File: src/verilog/heartPkg.sv
// shared widths and types for the heart-rate monitor
// filter coefficients and seven-segment patterns
package heartPkg;

	// raw or filtered sample
	typedef logic [9:0] sampleT;
	// one received serial frame
	typedef logic [15:0] frameWordT;
	// filter accumulator, wide enough for 1023 * 1028
	typedef logic [20:0] accT;
	// beats per minute
	typedef logic [11:0] rateT;
	// active-low segments, g down to a
	typedef logic [6:0] segT;
	typedef logic [3:0] bcdT;
	// channel, range, data
	typedef logic [10:0] dacWordT;

	// clock cycles per serial frame
	localparam int FrameLen = 16;

	localparam int NumTaps = 31;
	// symmetric filter, so only half the taps plus the centre
	localparam int NumCoeffs = (NumTaps + 1) / 2;
	// low-pass coefficients scaled by 2^10, centre tap last
	localparam logic [6:0] FilterCoeffs [NumCoeffs] = '{
		7'd3, 7'd4, 7'd6, 7'd8, 7'd12, 7'd17, 7'd23, 7'd29,
		7'd36, 7'd43, 7'd50, 7'd56, 7'd61, 7'd65, 7'd67, 7'd68
	};
	localparam int FilterShift = 10;

	// DAC channel A, 1x range
	localparam logic [1:0] DacChannel = 2'b00;
	localparam logic DacRange = 1'b0;

	// digits 0 to 9
	localparam segT SegTable [10] = '{
		7'b100_0000, 7'b111_1001, 7'b010_0100, 7'b011_0000, 7'b001_1001,
		7'b001_0010, 7'b000_0010, 7'b111_1000, 7'b000_0000, 7'b001_1000
	};

endpackage
File: src/verilog/heartMonitor.sv
// heart-rate monitor top level
// receiver, filter, peak detector, rate counter, DAC and display
module heartMonitor #(
	parameter int WindowLen  = 256,
	parameter int RiseLimit  = 60,
	parameter int FallLimit  = 60,
	parameter int HoldoffLen = 256,
	parameter int MeasureLen = 2000,
	parameter int BeatScale  = 6
) (
	input  logic          sck,
	input  logic          reset,
	input  logic          sdo,
	output logic          dacData,
	output logic          dacLoad,
	output logic          peakLed,
	output heartPkg::segT segOnes,
	output heartPkg::segT segTens,
	output heartPkg::segT segHundreds
);
	import heartPkg::*;

	sampleT sample;
	logic sampleStrobe;
	sampleT filtered;
	logic filteredStrobe;
	logic peakStrobe;
	rateT heartRate;
	logic rateStrobe;

	// one sample per 16-bit frame
	sampleReceiver receiver (.sck, .reset, .sdo, .sample, .sampleStrobe);

	firFilter filter (.sck, .reset, .sample, .sampleStrobe, .filtered, .filteredStrobe);

	peakDetector #(
		.WindowLen(WindowLen),
		.RiseLimit(RiseLimit),
		.FallLimit(FallLimit),
		.HoldoffLen(HoldoffLen)
	) detector (.sck, .reset, .filtered, .filteredStrobe, .peakStrobe, .peakLed);

	rateCounter #(
		.MeasureLen(MeasureLen),
		.BeatScale(BeatScale)
	) counter (.sck, .reset, .filteredStrobe, .peakStrobe, .heartRate, .rateStrobe);

	// filtered stream also goes straight to the DAC
	dacSerializer dac (.sck, .reset, .filtered, .filteredStrobe, .dacData, .dacLoad);

	rateDisplay display (
		.sck, .reset, .heartRate, .rateStrobe,
		.segOnes, .segTens, .segHundreds
	);

endmodule

File: src/verilog/rateDisplay.sv
// three-digit static rate display
// clamp to 999, binary to BCD, seven-segment encoding
module rateDisplay (
	input  logic           sck,
	input  logic           reset,
	input  heartPkg::rateT heartRate,
	input  logic           rateStrobe,
	output heartPkg::segT  segOnes,
	output heartPkg::segT  segTens,
	output heartPkg::segT  segHundreds
);
	import heartPkg::*;

	localparam int BinW = 10;
	localparam int RateMax = 999;

	logic [BinW-1:0] clamped;
	// three BCD digits above the binary value
	logic [BinW+11:0] work;
	bcdT ones;
	bcdT tens;
	bcdT hundreds;

	// three digits only
	assign clamped = (heartRate > rateT'(RateMax)) ? BinW'(RateMax) : heartRate[BinW-1:0];

	// shift-and-add-three
	always_comb
	begin
		work = {12'b0, clamped};
		for (int i = 0; i < BinW; i++)
		begin
			for (int d = 0; d < 3; d++)
			begin
				if (work[BinW + 4 * d +: 4] >= 4'd5)
					work[BinW + 4 * d +: 4] = work[BinW + 4 * d +: 4] + 4'd3;
			end
			work = work << 1;
		end
	end

	assign ones = work[BinW +: 4];
	assign tens = work[BinW + 4 +: 4];
	assign hundreds = work[BinW + 8 +: 4];

	// display holds between windows, 000 out of reset
	always_ff @(posedge sck, posedge reset)
	begin
		if (reset)
		begin
			segOnes <= SegTable[0];
			segTens <= SegTable[0];
			segHundreds <= SegTable[0];
		end
		else if (rateStrobe)
		begin
			segOnes <= SegTable[ones];
			segTens <= SegTable[tens];
			segHundreds <= SegTable[hundreds];
		end
	end

endmodule

File: src/verilog/dacSerializer.sv
// serial DAC driver
// shifts out channel, range and 8 data bits, then pulses load low
module dacSerializer (
	input  logic             sck,
	input  logic             reset,
	input  heartPkg::sampleT filtered,
	input  logic             filteredStrobe,
	output logic             dacData,
	output logic             dacLoad
);
	import heartPkg::*;

	localparam int WordBits = $bits(dacWordT);

	dacWordT shiftReg;
	// cycles since the word was loaded, 0 when idle
	logic [3:0] bitCount;

	// MSB of the word is on the line
	assign dacData = shiftReg[WordBits-1];

	always_ff @(posedge sck, posedge reset)
	begin
		if (reset)
		begin
			shiftReg <= '0;
			bitCount <= '0;
			dacLoad <= 1'b1;
		end
		else if (filteredStrobe)
		begin
			// top 8 of the 10 sample bits
			shiftReg <= {DacChannel, DacRange, filtered[$bits(sampleT)-1:2]};
			bitCount <= 4'd1;
			dacLoad <= 1'b1;
		end
		else
		begin
			// zeros follow the last bit
			shiftReg <= shiftReg << 1;
			if (bitCount == 4'(WordBits))
			begin
				// 12th cycle after load is the low one
				dacLoad <= 1'b0;
				bitCount <= bitCount + 1'b1;
			end
			else if (bitCount == 4'(WordBits + 1))
			begin
				dacLoad <= 1'b1;
				bitCount <= '0;
			end
			else if (bitCount != '0)
				bitCount <= bitCount + 1'b1;
		end
	end

endmodule

File: src/verilog/rateCounter.sv
// peak counter over a fixed sample window
// reports peaks times BeatScale as beats per minute
module rateCounter #(
	parameter int MeasureLen = 2000,
	parameter int BeatScale  = 6
) (
	input  logic           sck,
	input  logic           reset,
	input  logic           filteredStrobe,
	input  logic           peakStrobe,
	output heartPkg::rateT heartRate,
	output logic           rateStrobe
);
	import heartPkg::*;

	localparam int SampleW = $clog2(MeasureLen);
	localparam int PeakW = $clog2(MeasureLen + 1);

	logic [SampleW-1:0] sampleCount;
	logic [PeakW-1:0] peakCount;
	// this strobe closes the window
	logic windowEnd;

	assign windowEnd = filteredStrobe && (sampleCount == SampleW'(MeasureLen - 1));

	always_ff @(posedge sck, posedge reset)
	begin
		if (reset)
		begin
			sampleCount <= '0;
			peakCount <= '0;
			rateStrobe <= 1'b0;
		end
		else
		begin
			rateStrobe <= windowEnd;
			if (windowEnd)
			begin
				sampleCount <= '0;
				// a coincident peak opens the next window
				peakCount <= PeakW'(peakStrobe);
			end
			else
			begin
				if (filteredStrobe)
					sampleCount <= sampleCount + 1'b1;
				if (peakStrobe)
					peakCount <= peakCount + 1'b1;
			end
		end
	end

	always_ff @(posedge sck)
	begin
		if (windowEnd)
			heartRate <= rateT'(peakCount) * rateT'(BeatScale);
	end

endmodule

File: src/verilog/peakDetector.sv
// slope-window peak detector with hold-off
// compares falling-slope counts in the older and newer window halves
module peakDetector #(
	parameter int WindowLen  = 256,
	parameter int RiseLimit  = 60,
	parameter int FallLimit  = 60,
	parameter int HoldoffLen = 256
) (
	input  logic             sck,
	input  logic             reset,
	input  heartPkg::sampleT filtered,
	input  logic             filteredStrobe,
	output logic             peakStrobe,
	output logic             peakLed
);
	import heartPkg::*;

	localparam int Half = WindowLen / 2;
	localparam int SumW = $clog2(Half + 1);
	localparam int HoldW = $clog2(HoldoffLen + 1);
	localparam logic [SumW-1:0] RiseMax = SumW'(RiseLimit);
	localparam logic [SumW-1:0] FallMin = SumW'(FallLimit);

	sampleT prevSample;
	// 1 = not rising, bit 0 is the newest
	logic [WindowLen-1:0] window;
	// newer half
	logic [SumW-1:0] rightSum;
	// older half
	logic [SumW-1:0] leftSum;
	logic [HoldW-1:0] holdCount;
	logic slopeBit;
	logic isPeak;

	assign slopeBit = (filtered <= prevSample);

	// mostly rising before, mostly falling after, and not in hold-off
	assign isPeak = (leftSum <= RiseMax) && (rightSum >= FallMin) && (holdCount == '0);

	// led lit for the whole hold-off
	assign peakLed = (holdCount != '0);

	always_ff @(posedge sck, posedge reset)
	begin
		if (reset)
		begin
			prevSample <= '0;
			window <= '1;
			rightSum <= SumW'(Half);
			leftSum <= SumW'(Half);
			holdCount <= '0;
			peakStrobe <= 1'b0;
		end
		else
		begin
			peakStrobe <= 1'b0;
			if (filteredStrobe)
			begin
				prevSample <= filtered;
				window <= {window[WindowLen-2:0], slopeBit};
				// bit crossing the middle moves from right to left half
				rightSum <= rightSum + SumW'(slopeBit) - SumW'(window[Half-1]);
				leftSum <= leftSum + SumW'(window[Half-1]) - SumW'(window[WindowLen-1]);
				if (isPeak)
				begin
					peakStrobe <= 1'b1;
					holdCount <= HoldW'(HoldoffLen);
				end
				else if (holdCount != '0)
					holdCount <= holdCount - 1'b1;
			end
		end
	end

endmodule

File: src/verilog/firFilter.sv
// 31-tap symmetric FIR low-pass filter
// delay line, pairwise multiply-accumulate, scaling and saturation
module firFilter (
	input  logic             sck,
	input  logic             reset,
	input  heartPkg::sampleT sample,
	input  logic             sampleStrobe,
	output heartPkg::sampleT filtered,
	output logic             filteredStrobe
);
	import heartPkg::*;

	// delay line, newest sample in the last entry
	sampleT taps [NumTaps];
	// delay line as it will be after this strobe
	sampleT nextTaps [NumTaps];
	accT acc;
	accT scaled;
	sampleT result;

	// next tap line
	always_comb
	begin
		for (int i = 0; i < NumTaps - 1; i++)
		begin
			nextTaps[i] = taps[i + 1];
		end
		nextTaps[NumTaps - 1] = sample;
	end

	// mirrored taps share a coefficient
	always_comb
	begin
		acc = '0;
		for (int k = 0; k < NumCoeffs - 1; k++)
		begin
			acc = acc + accT'(FilterCoeffs[k])
				* (accT'(nextTaps[k]) + accT'(nextTaps[NumTaps - 1 - k]));
		end
		// centre tap counted once
		acc = acc + accT'(FilterCoeffs[NumCoeffs - 1]) * accT'(nextTaps[NumCoeffs - 1]);
	end

	// undo the 2^10 coefficient scale
	assign scaled = acc >> FilterShift;

	// gain is slightly above one, clip at full scale
	always_comb
	begin
		if (|scaled[$bits(accT)-1:$bits(sampleT)])
			result = '1;
		else
			result = scaled[$bits(sampleT)-1:0];
	end

	always_ff @(posedge sck, posedge reset)
	begin
		if (reset)
		begin
			taps <= '{default: '0};
			filteredStrobe <= 1'b0;
		end
		else
		begin
			filteredStrobe <= sampleStrobe;
			if (sampleStrobe)
				taps <= nextTaps;
		end
	end

	// previous result held until the next strobe
	always_ff @(posedge sck)
	begin
		if (sampleStrobe)
			filtered <= result;
	end

endmodule

File: src/verilog/sampleReceiver.sv
// serial frame receiver
// shifts in 16-bit frames MSB first, emits the low 10 bits once per frame
module sampleReceiver (
	input  logic             sck,
	input  logic             reset,
	input  logic             sdo,
	output heartPkg::sampleT sample,
	output logic             sampleStrobe
);
	import heartPkg::*;

	localparam int CountW = $clog2(FrameLen);

	// position within the current frame
	logic [CountW-1:0] frameCount;
	frameWordT shiftReg;
	// frame including the bit sampled this cycle
	frameWordT frame;

	assign frame = {shiftReg[$bits(frameWordT)-2:0], sdo};

	// counter starts at zero on the first clock out of reset
	always_ff @(posedge sck, posedge reset)
	begin
		if (reset)
		begin
			frameCount <= '0;
			sampleStrobe <= 1'b0;
		end
		else
		begin
			frameCount <= frameCount + 1'b1;
			// 16th bit sampled now, strobe next cycle
			sampleStrobe <= (frameCount == CountW'(FrameLen - 1));
		end
	end

	// shift register and sample latch
	always_ff @(posedge sck)
	begin
		shiftReg <= frame;
		if (frameCount == CountW'(FrameLen - 1))
			sample <= frame[$bits(sampleT)-1:0];
	end

endmodule

File: config.mk
export PLATFORM = sky130hd
export DESIGN_NAME = heartMonitor
export DESIGN_NICKNAME = d
export VERILOG_FILES = /design/src/verilog/heartPkg.sv /design/src/verilog/heartMonitor.sv /design/src/verilog/rateDisplay.sv /design/src/verilog/dacSerializer.sv /design/src/verilog/rateCounter.sv /design/src/verilog/peakDetector.sv /design/src/verilog/firFilter.sv /design/src/verilog/sampleReceiver.sv
export SDC_FILE = /design/constraint.sdc
export NUM_CORES = 2
export LEC_CHECK = 0
export BUFFER_PORTS_ARGS = -buffer_cell sky130_fd_sc_hd__buf_2
export CAP_MARGIN = 20
export CORE_ASPECT_RATIO = 0.7
export CORE_MARGIN = 10
export CORE_UTILIZATION = 35
export DETAILED_ROUTE_END_ITERATION = 7
export PLACE_DENSITY_LB_ADDON = 0.1
export REMOVE_ABC_BUFFERS = 1
export SLEW_MARGIN = 15
export SYNTH_ARGS = -nofsm -noshare
export SYNTH_HDL_FRONTEND = slang
export SYNTH_SLANG_ARGS = --single-unit
File: constraint.sdc
create_clock -name sck -period 54.9 [get_ports sck]
set_clock_uncertainty 0.2 [all_clocks]
set_input_delay 5.49 -clock sck [delete_from_list [all_inputs] [get_ports sck]]
set_output_delay 5.49 -clock sck [all_outputs]
set_load 0.05 [all_outputs]
After elaboration in Yosys (flattened, before gate mapping)
Memory sizes are Yosys's and may differ from the RTL's. A register that Yosys moved wholly into a read port is not among the register bits.
Cells that the tools add are included.
{"block": "op_classes", "n_addsub": 63, "bitwise_logic": 3, "n_reduce_logical": 12, "div_mod_pow": 0, "magnitude_cmp": 28, "multipliers": 15, "n_mux": 41, "shifts": 0, "eq_ne": 4}
{"operator": "21-bit adder", "count": 14}
{"operator": "10-bit by 10-bit adder with 11-bit output", "count": 15}
{"operator": "4-bit by 3-bit >= comparator with 1-bit output (second input constant)", "count": 21}
{"operator": "4-bit two-way mux", "count": 20}
{"operator": "5-bit by 21-bit multiplier with 21-bit output (first input constant)", "count": 3}
{"operator": "4-bit by 2-bit adder with 4-bit output (second input constant)", "count": 15}
{"operator": "11-bit two-way mux", "count": 5}
{"operator": "6-bit by 21-bit multiplier with 21-bit output (first input constant)", "count": 2}
{"operator": "7-bit by 21-bit multiplier with 21-bit output (first input constant)", "count": 2}
{"operator": "3-bit two-way mux", "count": 8}
{"operator": "11-bit by 1-bit adder with 11-bit output (second input constant)", "count": 2}
{"operator": "21-bit by 17-bit adder with 21-bit output", "count": 1}
{"operator": "2-bit by 21-bit multiplier with 19-bit output (first input constant)", "count": 1}
{"operator": "2-bit by 21-bit multiplier with 20-bit output (first input constant)", "count": 1}
{"operator": "2-bit by 21-bit multiplier with 21-bit output (first input constant)", "count": 1}
{"operator": "3-bit by 21-bit multiplier with 18-bit output (first input constant)", "count": 1}
{"operator": "4-bit by 21-bit multiplier with 19-bit output (first input constant)", "count": 1}
{"operator": "5-bit by 21-bit multiplier with 20-bit output (first input constant)", "count": 1}
{"operator": "3-bit by 2-bit adder with 3-bit output (second input constant)", "count": 6}
{"operator": "9-bit two-way mux", "count": 2}
{"operator": "8-bit by 1-bit adder with 8-bit output", "count": 2}
{"operator": "8-bit by 1-bit subtractor with 8-bit output", "count": 2}
{"operator": "5-bit by 10-bit multiplier with 15-bit output (first input constant)", "count": 1}
{"operator": "4-bit inverter with 5-bit output", "count": 3}
{"operator": "other kinds (22)", "count": 36}
{"block": "totals", "input_bits": 3, "rom_bits": 336, "word_cells": 218, "regBits": 677, "mem_count": 3, "out_inout_bits": 24, "ramBits": 0, "latchBits": 0}
{"name": "(name not given)", "words": 16, "width": 7, "rd": 1, "rd_clocked_by_memory_dff": 1, "write_ports": 0, "line": "rateDisplay.sv:57", "source": "segOnes <= SegTable[ones];"}
{"name": "(name not given)", "words": 16, "width": 7, "rd": 1, "rd_clocked_by_memory_dff": 1, "write_ports": 0, "line": "rateDisplay.sv:58", "source": "segTens <= SegTable[tens];"}
{"name": "(name not given)", "words": 16, "width": 7, "rd": 1, "rd_clocked_by_memory_dff": 1, "write_ports": 0, "line": "rateDisplay.sv:59", "source": "segHundreds <= SegTable[hundreds];"}

Depth between registers and ports, before layout
{"block": "depth", "word_depth": 21, "mapped_depth": 49, "depth_no_buf": 47}

Hierarchy
A second synthesis with hierarchy kept.
{"block": "unflattened", "cells_unflattened": 4324, "area_unflattened_um2": 50858.8}
{"module": "firFilter", "instances": 1, "area_per_inst_um2": 32189.6, "cells_per_inst": 2878, "seq_area_each_um2": 7832.5}
{"module": "peakDetector", "instances": 1, "area_per_inst_um2": 12234.2, "cells_per_inst": 807, "seq_area_each_um2": 7629.8}
{"module": "rateDisplay", "instances": 1, "area_per_inst_um2": 3228.1, "cells_per_inst": 386, "seq_area_each_um2": 529.3}
{"module": "rateCounter", "instances": 1, "area_per_inst_um2": 1824.2, "cells_per_inst": 166, "seq_area_each_um2": 905.9}
{"module": "dacSerializer", "instances": 1, "area_per_inst_um2": 714.4, "cells_per_inst": 55, "seq_area_each_um2": 401.6}
{"module": "sampleReceiver", "instances": 1, "area_per_inst_um2": 668.1, "cells_per_inst": 32, "seq_area_each_um2": 605.6}

Worst setup path after synthesis
Ideal clock, no wire load.
{"block": "synth_timing", "kind": "register to register", "start": "register filter.taps, in the netlist filter.nextTaps[100]", "end": "register filter.filtered[7] (data pin)", "synth_period_minus_slack_ps": 10906, "arrival_time_ps": 10422, "setup_slack_ps": 43994, "path_stages_with_launch": 44, "n_path_buf": 0, "setup_ps": 284, "required_time_ps": 54416, "path_cell_list": "dfrtp_1 ha_1 fa_1 a21oi_1 nor2_1 nor2_1 xnor2_1 ha_1 ha_1 inv_1 fa_1 inv_1 ha_1 o21ai_0 a21oi_1 o21ai_0 nand2_1 and2_1 [... 8 more ...] inv_1 fa_1 fa_1 fa_1 inv_1 fa_1 inv_1 fa_1 inv_1 ha_1 o21ai_0 nand2b_1 a21o_1 o21ai_0 o21ai_0 o41ai_1 xor2_1 o21ai_0"}
{"block": "synth_via", "elab_chain_cells": 8}
{"item": "start, declared", "line": "firFilter.sv:14", "source": "sampleT taps [NumTaps];"}
{"item": "start signal, assigned", "line": "firFilter.sv:67", "source": "taps <= nextTaps;"}
{"item": "10-bit by 10-bit adder with 11-bit output", "line": "firFilter.sv:38", "source": "* (accT'(nextTaps[k]) + accT'(nextTaps[NumTaps - 1 - k]));"}
{"item": "5-bit by 21-bit multiplier with 20-bit output", "line": "firFilter.sv:38"}
{"item": "21-bit adder (5 in series)", "line": "firFilter.sv:37", "source": "acc = acc + accT'(FilterCoeffs[k])"}
{"item": "21-bit by 17-bit adder with 21-bit output", "line": "firFilter.sv:41", "source": "acc = acc + accT'(FilterCoeffs[NumCoeffs - 1]) * accT'(nextTaps[NumCoeffs - 1]);"}
{"item": "end signal, assigned", "line": "firFilter.sv:75", "source": "filtered <= result;"}
{"item": "end, declared", "line": "firFilter.sv:8", "source": "output heartPkg::sampleT filtered,"}
Every way passes these cells.
A chain may end at the register's enable or synchronous reset.

Worst setup path after layout
{"block": "layout_timing", "start": "register filter.taps, in the netlist filter.nextTaps[200]", "end": "register filter.filtered[7] (data pin)"}
The elaborated chain is that of the path after synthesis.

==> results.json <==
{
  "outcome": "finished, final reports clean",
  "syn_inst": 4158,
  "area_growth_pct": 10.3,
  "cts_tree": "done",
  "synth_top_area_share_pct": 20.0,
  "switchingPower_w": 0.000350,
  "path_clk_slew_ns": 0.06,
  "clock-root-buffer": "clkbuf_16",
  "synth.area.top_cells": "dfrtp_1 20%, fa_1 16%, dfstp_2 14%, ha_1 14%, mux2_2 13%",
  "routed_wl_mm": 119,
  "post-route-period-util_pct": 22.0,
  "internal_power_w": 0.000916,
  "maxClockFrequency_ghz": 0.0828,
  "wl_per_cell_um": 19.3,
  "cp_max_fo": 9,
  "antenna_found_initial": 7,
  "tns_ns": 0,
  "cp_common_cell": "fa_1",
  "place_area_mm2": 0.0520,
  "ys_seq_area_share_pct": 36.2,
  "yosysUniqueCellTypes": 86,
  "final_area_mm2": 0.0546,
  "syn_area_mm2": 0.0495,
  "synth_warnings": 0,
  "grtUsageTotal_pct": 15.4,
  "dieWidth_um": 470,
  "finalNonFillerCells": 6154,
  "firstDrtPassIters": 5,
  "reg2reg_to": "filter.filtered[7]$_SDFFCE_PP1P_",
  "dp_hpwl_mm": 95.5,
  "port_buffers": 26,
  "cts_setup_buffers": 0,
  "core-area_mm2": 0.141,
  "critPathTopFamily": "adder cells",
  "hold_viol": 0,
  "drc": 0,
  "fillerInstances": 13600,
  "clock_sinks": 698,
  "place_congestion": 0.832,
  "min_delay_path_depth": 0,
  "tightest_slew_ns": 1.20,
  "row_count": 115,
  "p_comb_share_pct": 15.3,
  "crit_type": "reg -> reg",
  "cts_hold_buffers": 0,
  "clock_latency_ns": 0.70,
  "worstHoldStart": "receiver.shiftReg[4]$_DFF_P_",
  "yosysTopAreaCell": "dfrtp_1",
  "ant_nets": 0,
  "viasPerCell": 4.65,
  "p_leak_nw": 27.0,
  "dp.cells": 6009,
  "hold_class": "reg -> reg",
  "grt_max_degree": 109,
  "chipHeight_um": 335,
  "path_buf_inv": 5,
  "rsz0062_at_grt": "false",
  "drive_gt1_share_pct": 24.5,
  "ys_seq_elements": 698,
  "cp.arrival_ns": 12.27,
  "timing.rr.start": "filter.nextTaps[200]$_DFFE_PP0P_",
  "drt_iter0_drc": 1590,
  "ioPinCount": 27,
  "async_reset_ff_share_pct": 94.3,
  "max_slew_margin_pct": 20.1,
  "synth_edf_count": 31,
  "grt_overflow": 0,
  "synth_flop_cell": "dfrtp_1",
  "rrSetupSlack_ns": 42.83,
  "utilization_pct": 38.8,
  "p_sw_share_pct": 27.7,
  "initial_utilization_pct": 35.2,
  "fin_crit_ns": 12.07,
  "die_area_mm2": 0.157,
  "vias": 28600,
  "slew_viol_final": 0,
  "max-clock-path-buffers": 3,
  "grt_pass1_wl_mm": 186,
  "final_common_cell": "inv_1",
  "p_clk_share_pct": 42.6,
  "ir_drop_mv": 0.0219,
  "cts_resized": 0,
  "cp.required_ns": 55.10,
  "avgSynthCellArea_um2": 11.9,
  "cts-buffers-inserted": 79,
  "p_per_area_mw_per_mm2": 23.2,
  "final_cell_mix": "761 x inv_1, 559 x mux2_2, 548 x ha_1",
  "reg2reg_depth": 40,
  "setup_viol": 0,
  "layout.nets": 5166,
  "h-tree-depth": 3,
  "maxCapViolations": 0,
  "cp-end-kind": "flop",
  "first_global_vias": 29700,
  "cp_slowest_cell": "o21ai_0",
  "start_kind": "flop",
  "min_to": "receiver.shiftReg[5]$_DFF_P_",
  "cp_slowest_stage_delay_ns": 0.68,
  "sequentialPowerShare_pct": 42.1,
  "cp-startpoint": "filter.nextTaps[200]$_DFFE_PP0P_"
}
==> stage by stage <==
step	hold WS (ns)	total power, W	setup WS [ns]
3_5_place_dp	0.143	0.000735	42.85
2_1_floorplan	0.127	0.000673	31.20
4_1_cts	0.155	0.00129	42.84
6_report	0.149	0.00127	42.83
3_3_place_gp	0.145	0.000733	42.85
5_1_grt	0.157	0.00134	42.06
==> cell usage after synthesis, types with 4 or more instances <==
| master | number |
|---|---|
| inv_1 | 762 |
| mux2_2 | 559 |
| ha_1 | 548 |
| fa_1 | 397 |
| dfrtp_1 | 396 |
| dfstp_2 | 262 |
| a21oi_1 | 191 |
| xnor2_1 | 188 |
| o21bai_1 | 111 |
| nor2_1 | 98 |
| o21ai_0 | 85 |
| nand2_1 | 82 |
| clkbuf_1 | 76 |
| a21o_1 | 57 |
| xor2_1 | 51 |
| edfxtp_1 | 31 |
| nand2b_1 | 27 |
| nand3_1 | 23 |
| nor2b_1 | 22 |
| mux2i_1 | 19 |
| and3_1 | 10 |
| o2bb2ai_1 | 10 |
| dfxtp_1 | 9 |
| nor3_1 | 9 |
| or3_1 | 9 |
| and2_1 | 7 |
| nand4_1 | 6 |
| o211ai_1 | 5 |
| o221ai_1 | 5 |
| or2_2 | 5 |
| a211oi_1 | 4 |
| inv_2 | 4 |
| o21a_1 | 4 |
| o22ai_1 | 4 |
| o31ai_1 | 4 |
==> worst max-delay path by stage <==
stage	end	slack (ns)	cells past startpoint
2_1_floorplan	counter.peakCount[0]$_DFFE_PP0P_	31.20	1
6_report	filter.filtered[7]$_SDFFCE_PP1P_	42.83	40
4_1_cts	filter.filtered[7]$_SDFFCE_PP1P_	42.84	40
3_5_place_dp	filter.filtered[7]$_SDFFCE_PP1P_	42.85	40
3_3_place_gp	filter.filtered[7]$_SDFFCE_PP1P_	42.85	40
5_1_grt	filter.filtered[7]$_SDFFCE_PP1P_	42.06	42
==> worst register-to-register path: cells and delay by family, from the launching register on <==
kind                     cells  cell delay, ns
AO/OA/AOI/OAI                9            2.37
buffers and inverters        5            0.25
adder cells (fa/ha/maj)     16            6.82
AND/OR/NAND/NOR              7            0.81
flip-flops                   1            0.40
XOR/XNOR                     3            0.93
==> flip-flops by register name, indices dropped and copies added, names as in the netlist, 9 cells and up <==
register,flops
counter.heartRate,11
counter.peakCount,11
counter.sampleCount,11
dac.shiftReg,11
detector.holdCount,9
detector.prevSample,10
detector.window,256
filter.filtered,10
filter.nextTaps,300
receiver.sample,10
receiver.shiftReg,9
==> per-layer routing <==
metal | routed length [um] | GRT usage (%)
met5 | 0 | 0
met4 | 1760 | 2.74
met3 | 6930 | 4.06
met2 | 40200 | 18.1
met1 | 70000 | 26.4
==> power by group through the flow <==
| stage | sequential [W] | clock [W] | combinational, W |
|---|---|---|---|
| after floorplan | 0.000540 | 0 | 0.000133 |
| after global placement | 0.000541 | 0 | 0.000191 |
| after detailed placement | 0.000541 | 0 | 0.000194 |
| after CTS | 0.000532 | 0.000564 | 0.000195 |
| after global routing | 0.000533 | 0.000585 | 0.000223 |
| final | 0.000532 | 0.000540 | 0.000194 |
==> cell type report <==
class                           instances  area (um^2)  share of cell area, %
Timing Repair Buffer                   60          385                  0.706
Clock buffer                          112         2300                   4.22
Inverter                              766         2880                   5.28
Clock inverter                         30          303                  0.554
Tap cell                             1872         2340                   4.29
Sequential cell                       698        17900                   32.8
Multi-Input combinational cell       2613        28500                   52.1
Antenna cell                            3         7.51                 0.0137
==> kinds of logic after synthesis <==
| kind of cell | Yosys count | share of synthesized area, % |
|---|---|---|
| fa+ha+maj | 945 | 29.9 |
| buf+inv | 847 | 6.44 |
| flops | 698 | 36.2 |
| mux | 583 | 13.2 |
| compound gates | 525 | 6.87 |
| simple gates | 320 | 3.15 |
| xor+xnor | 240 | 4.26 |
No activity file was read; power rests on OpenSTA's default activity.
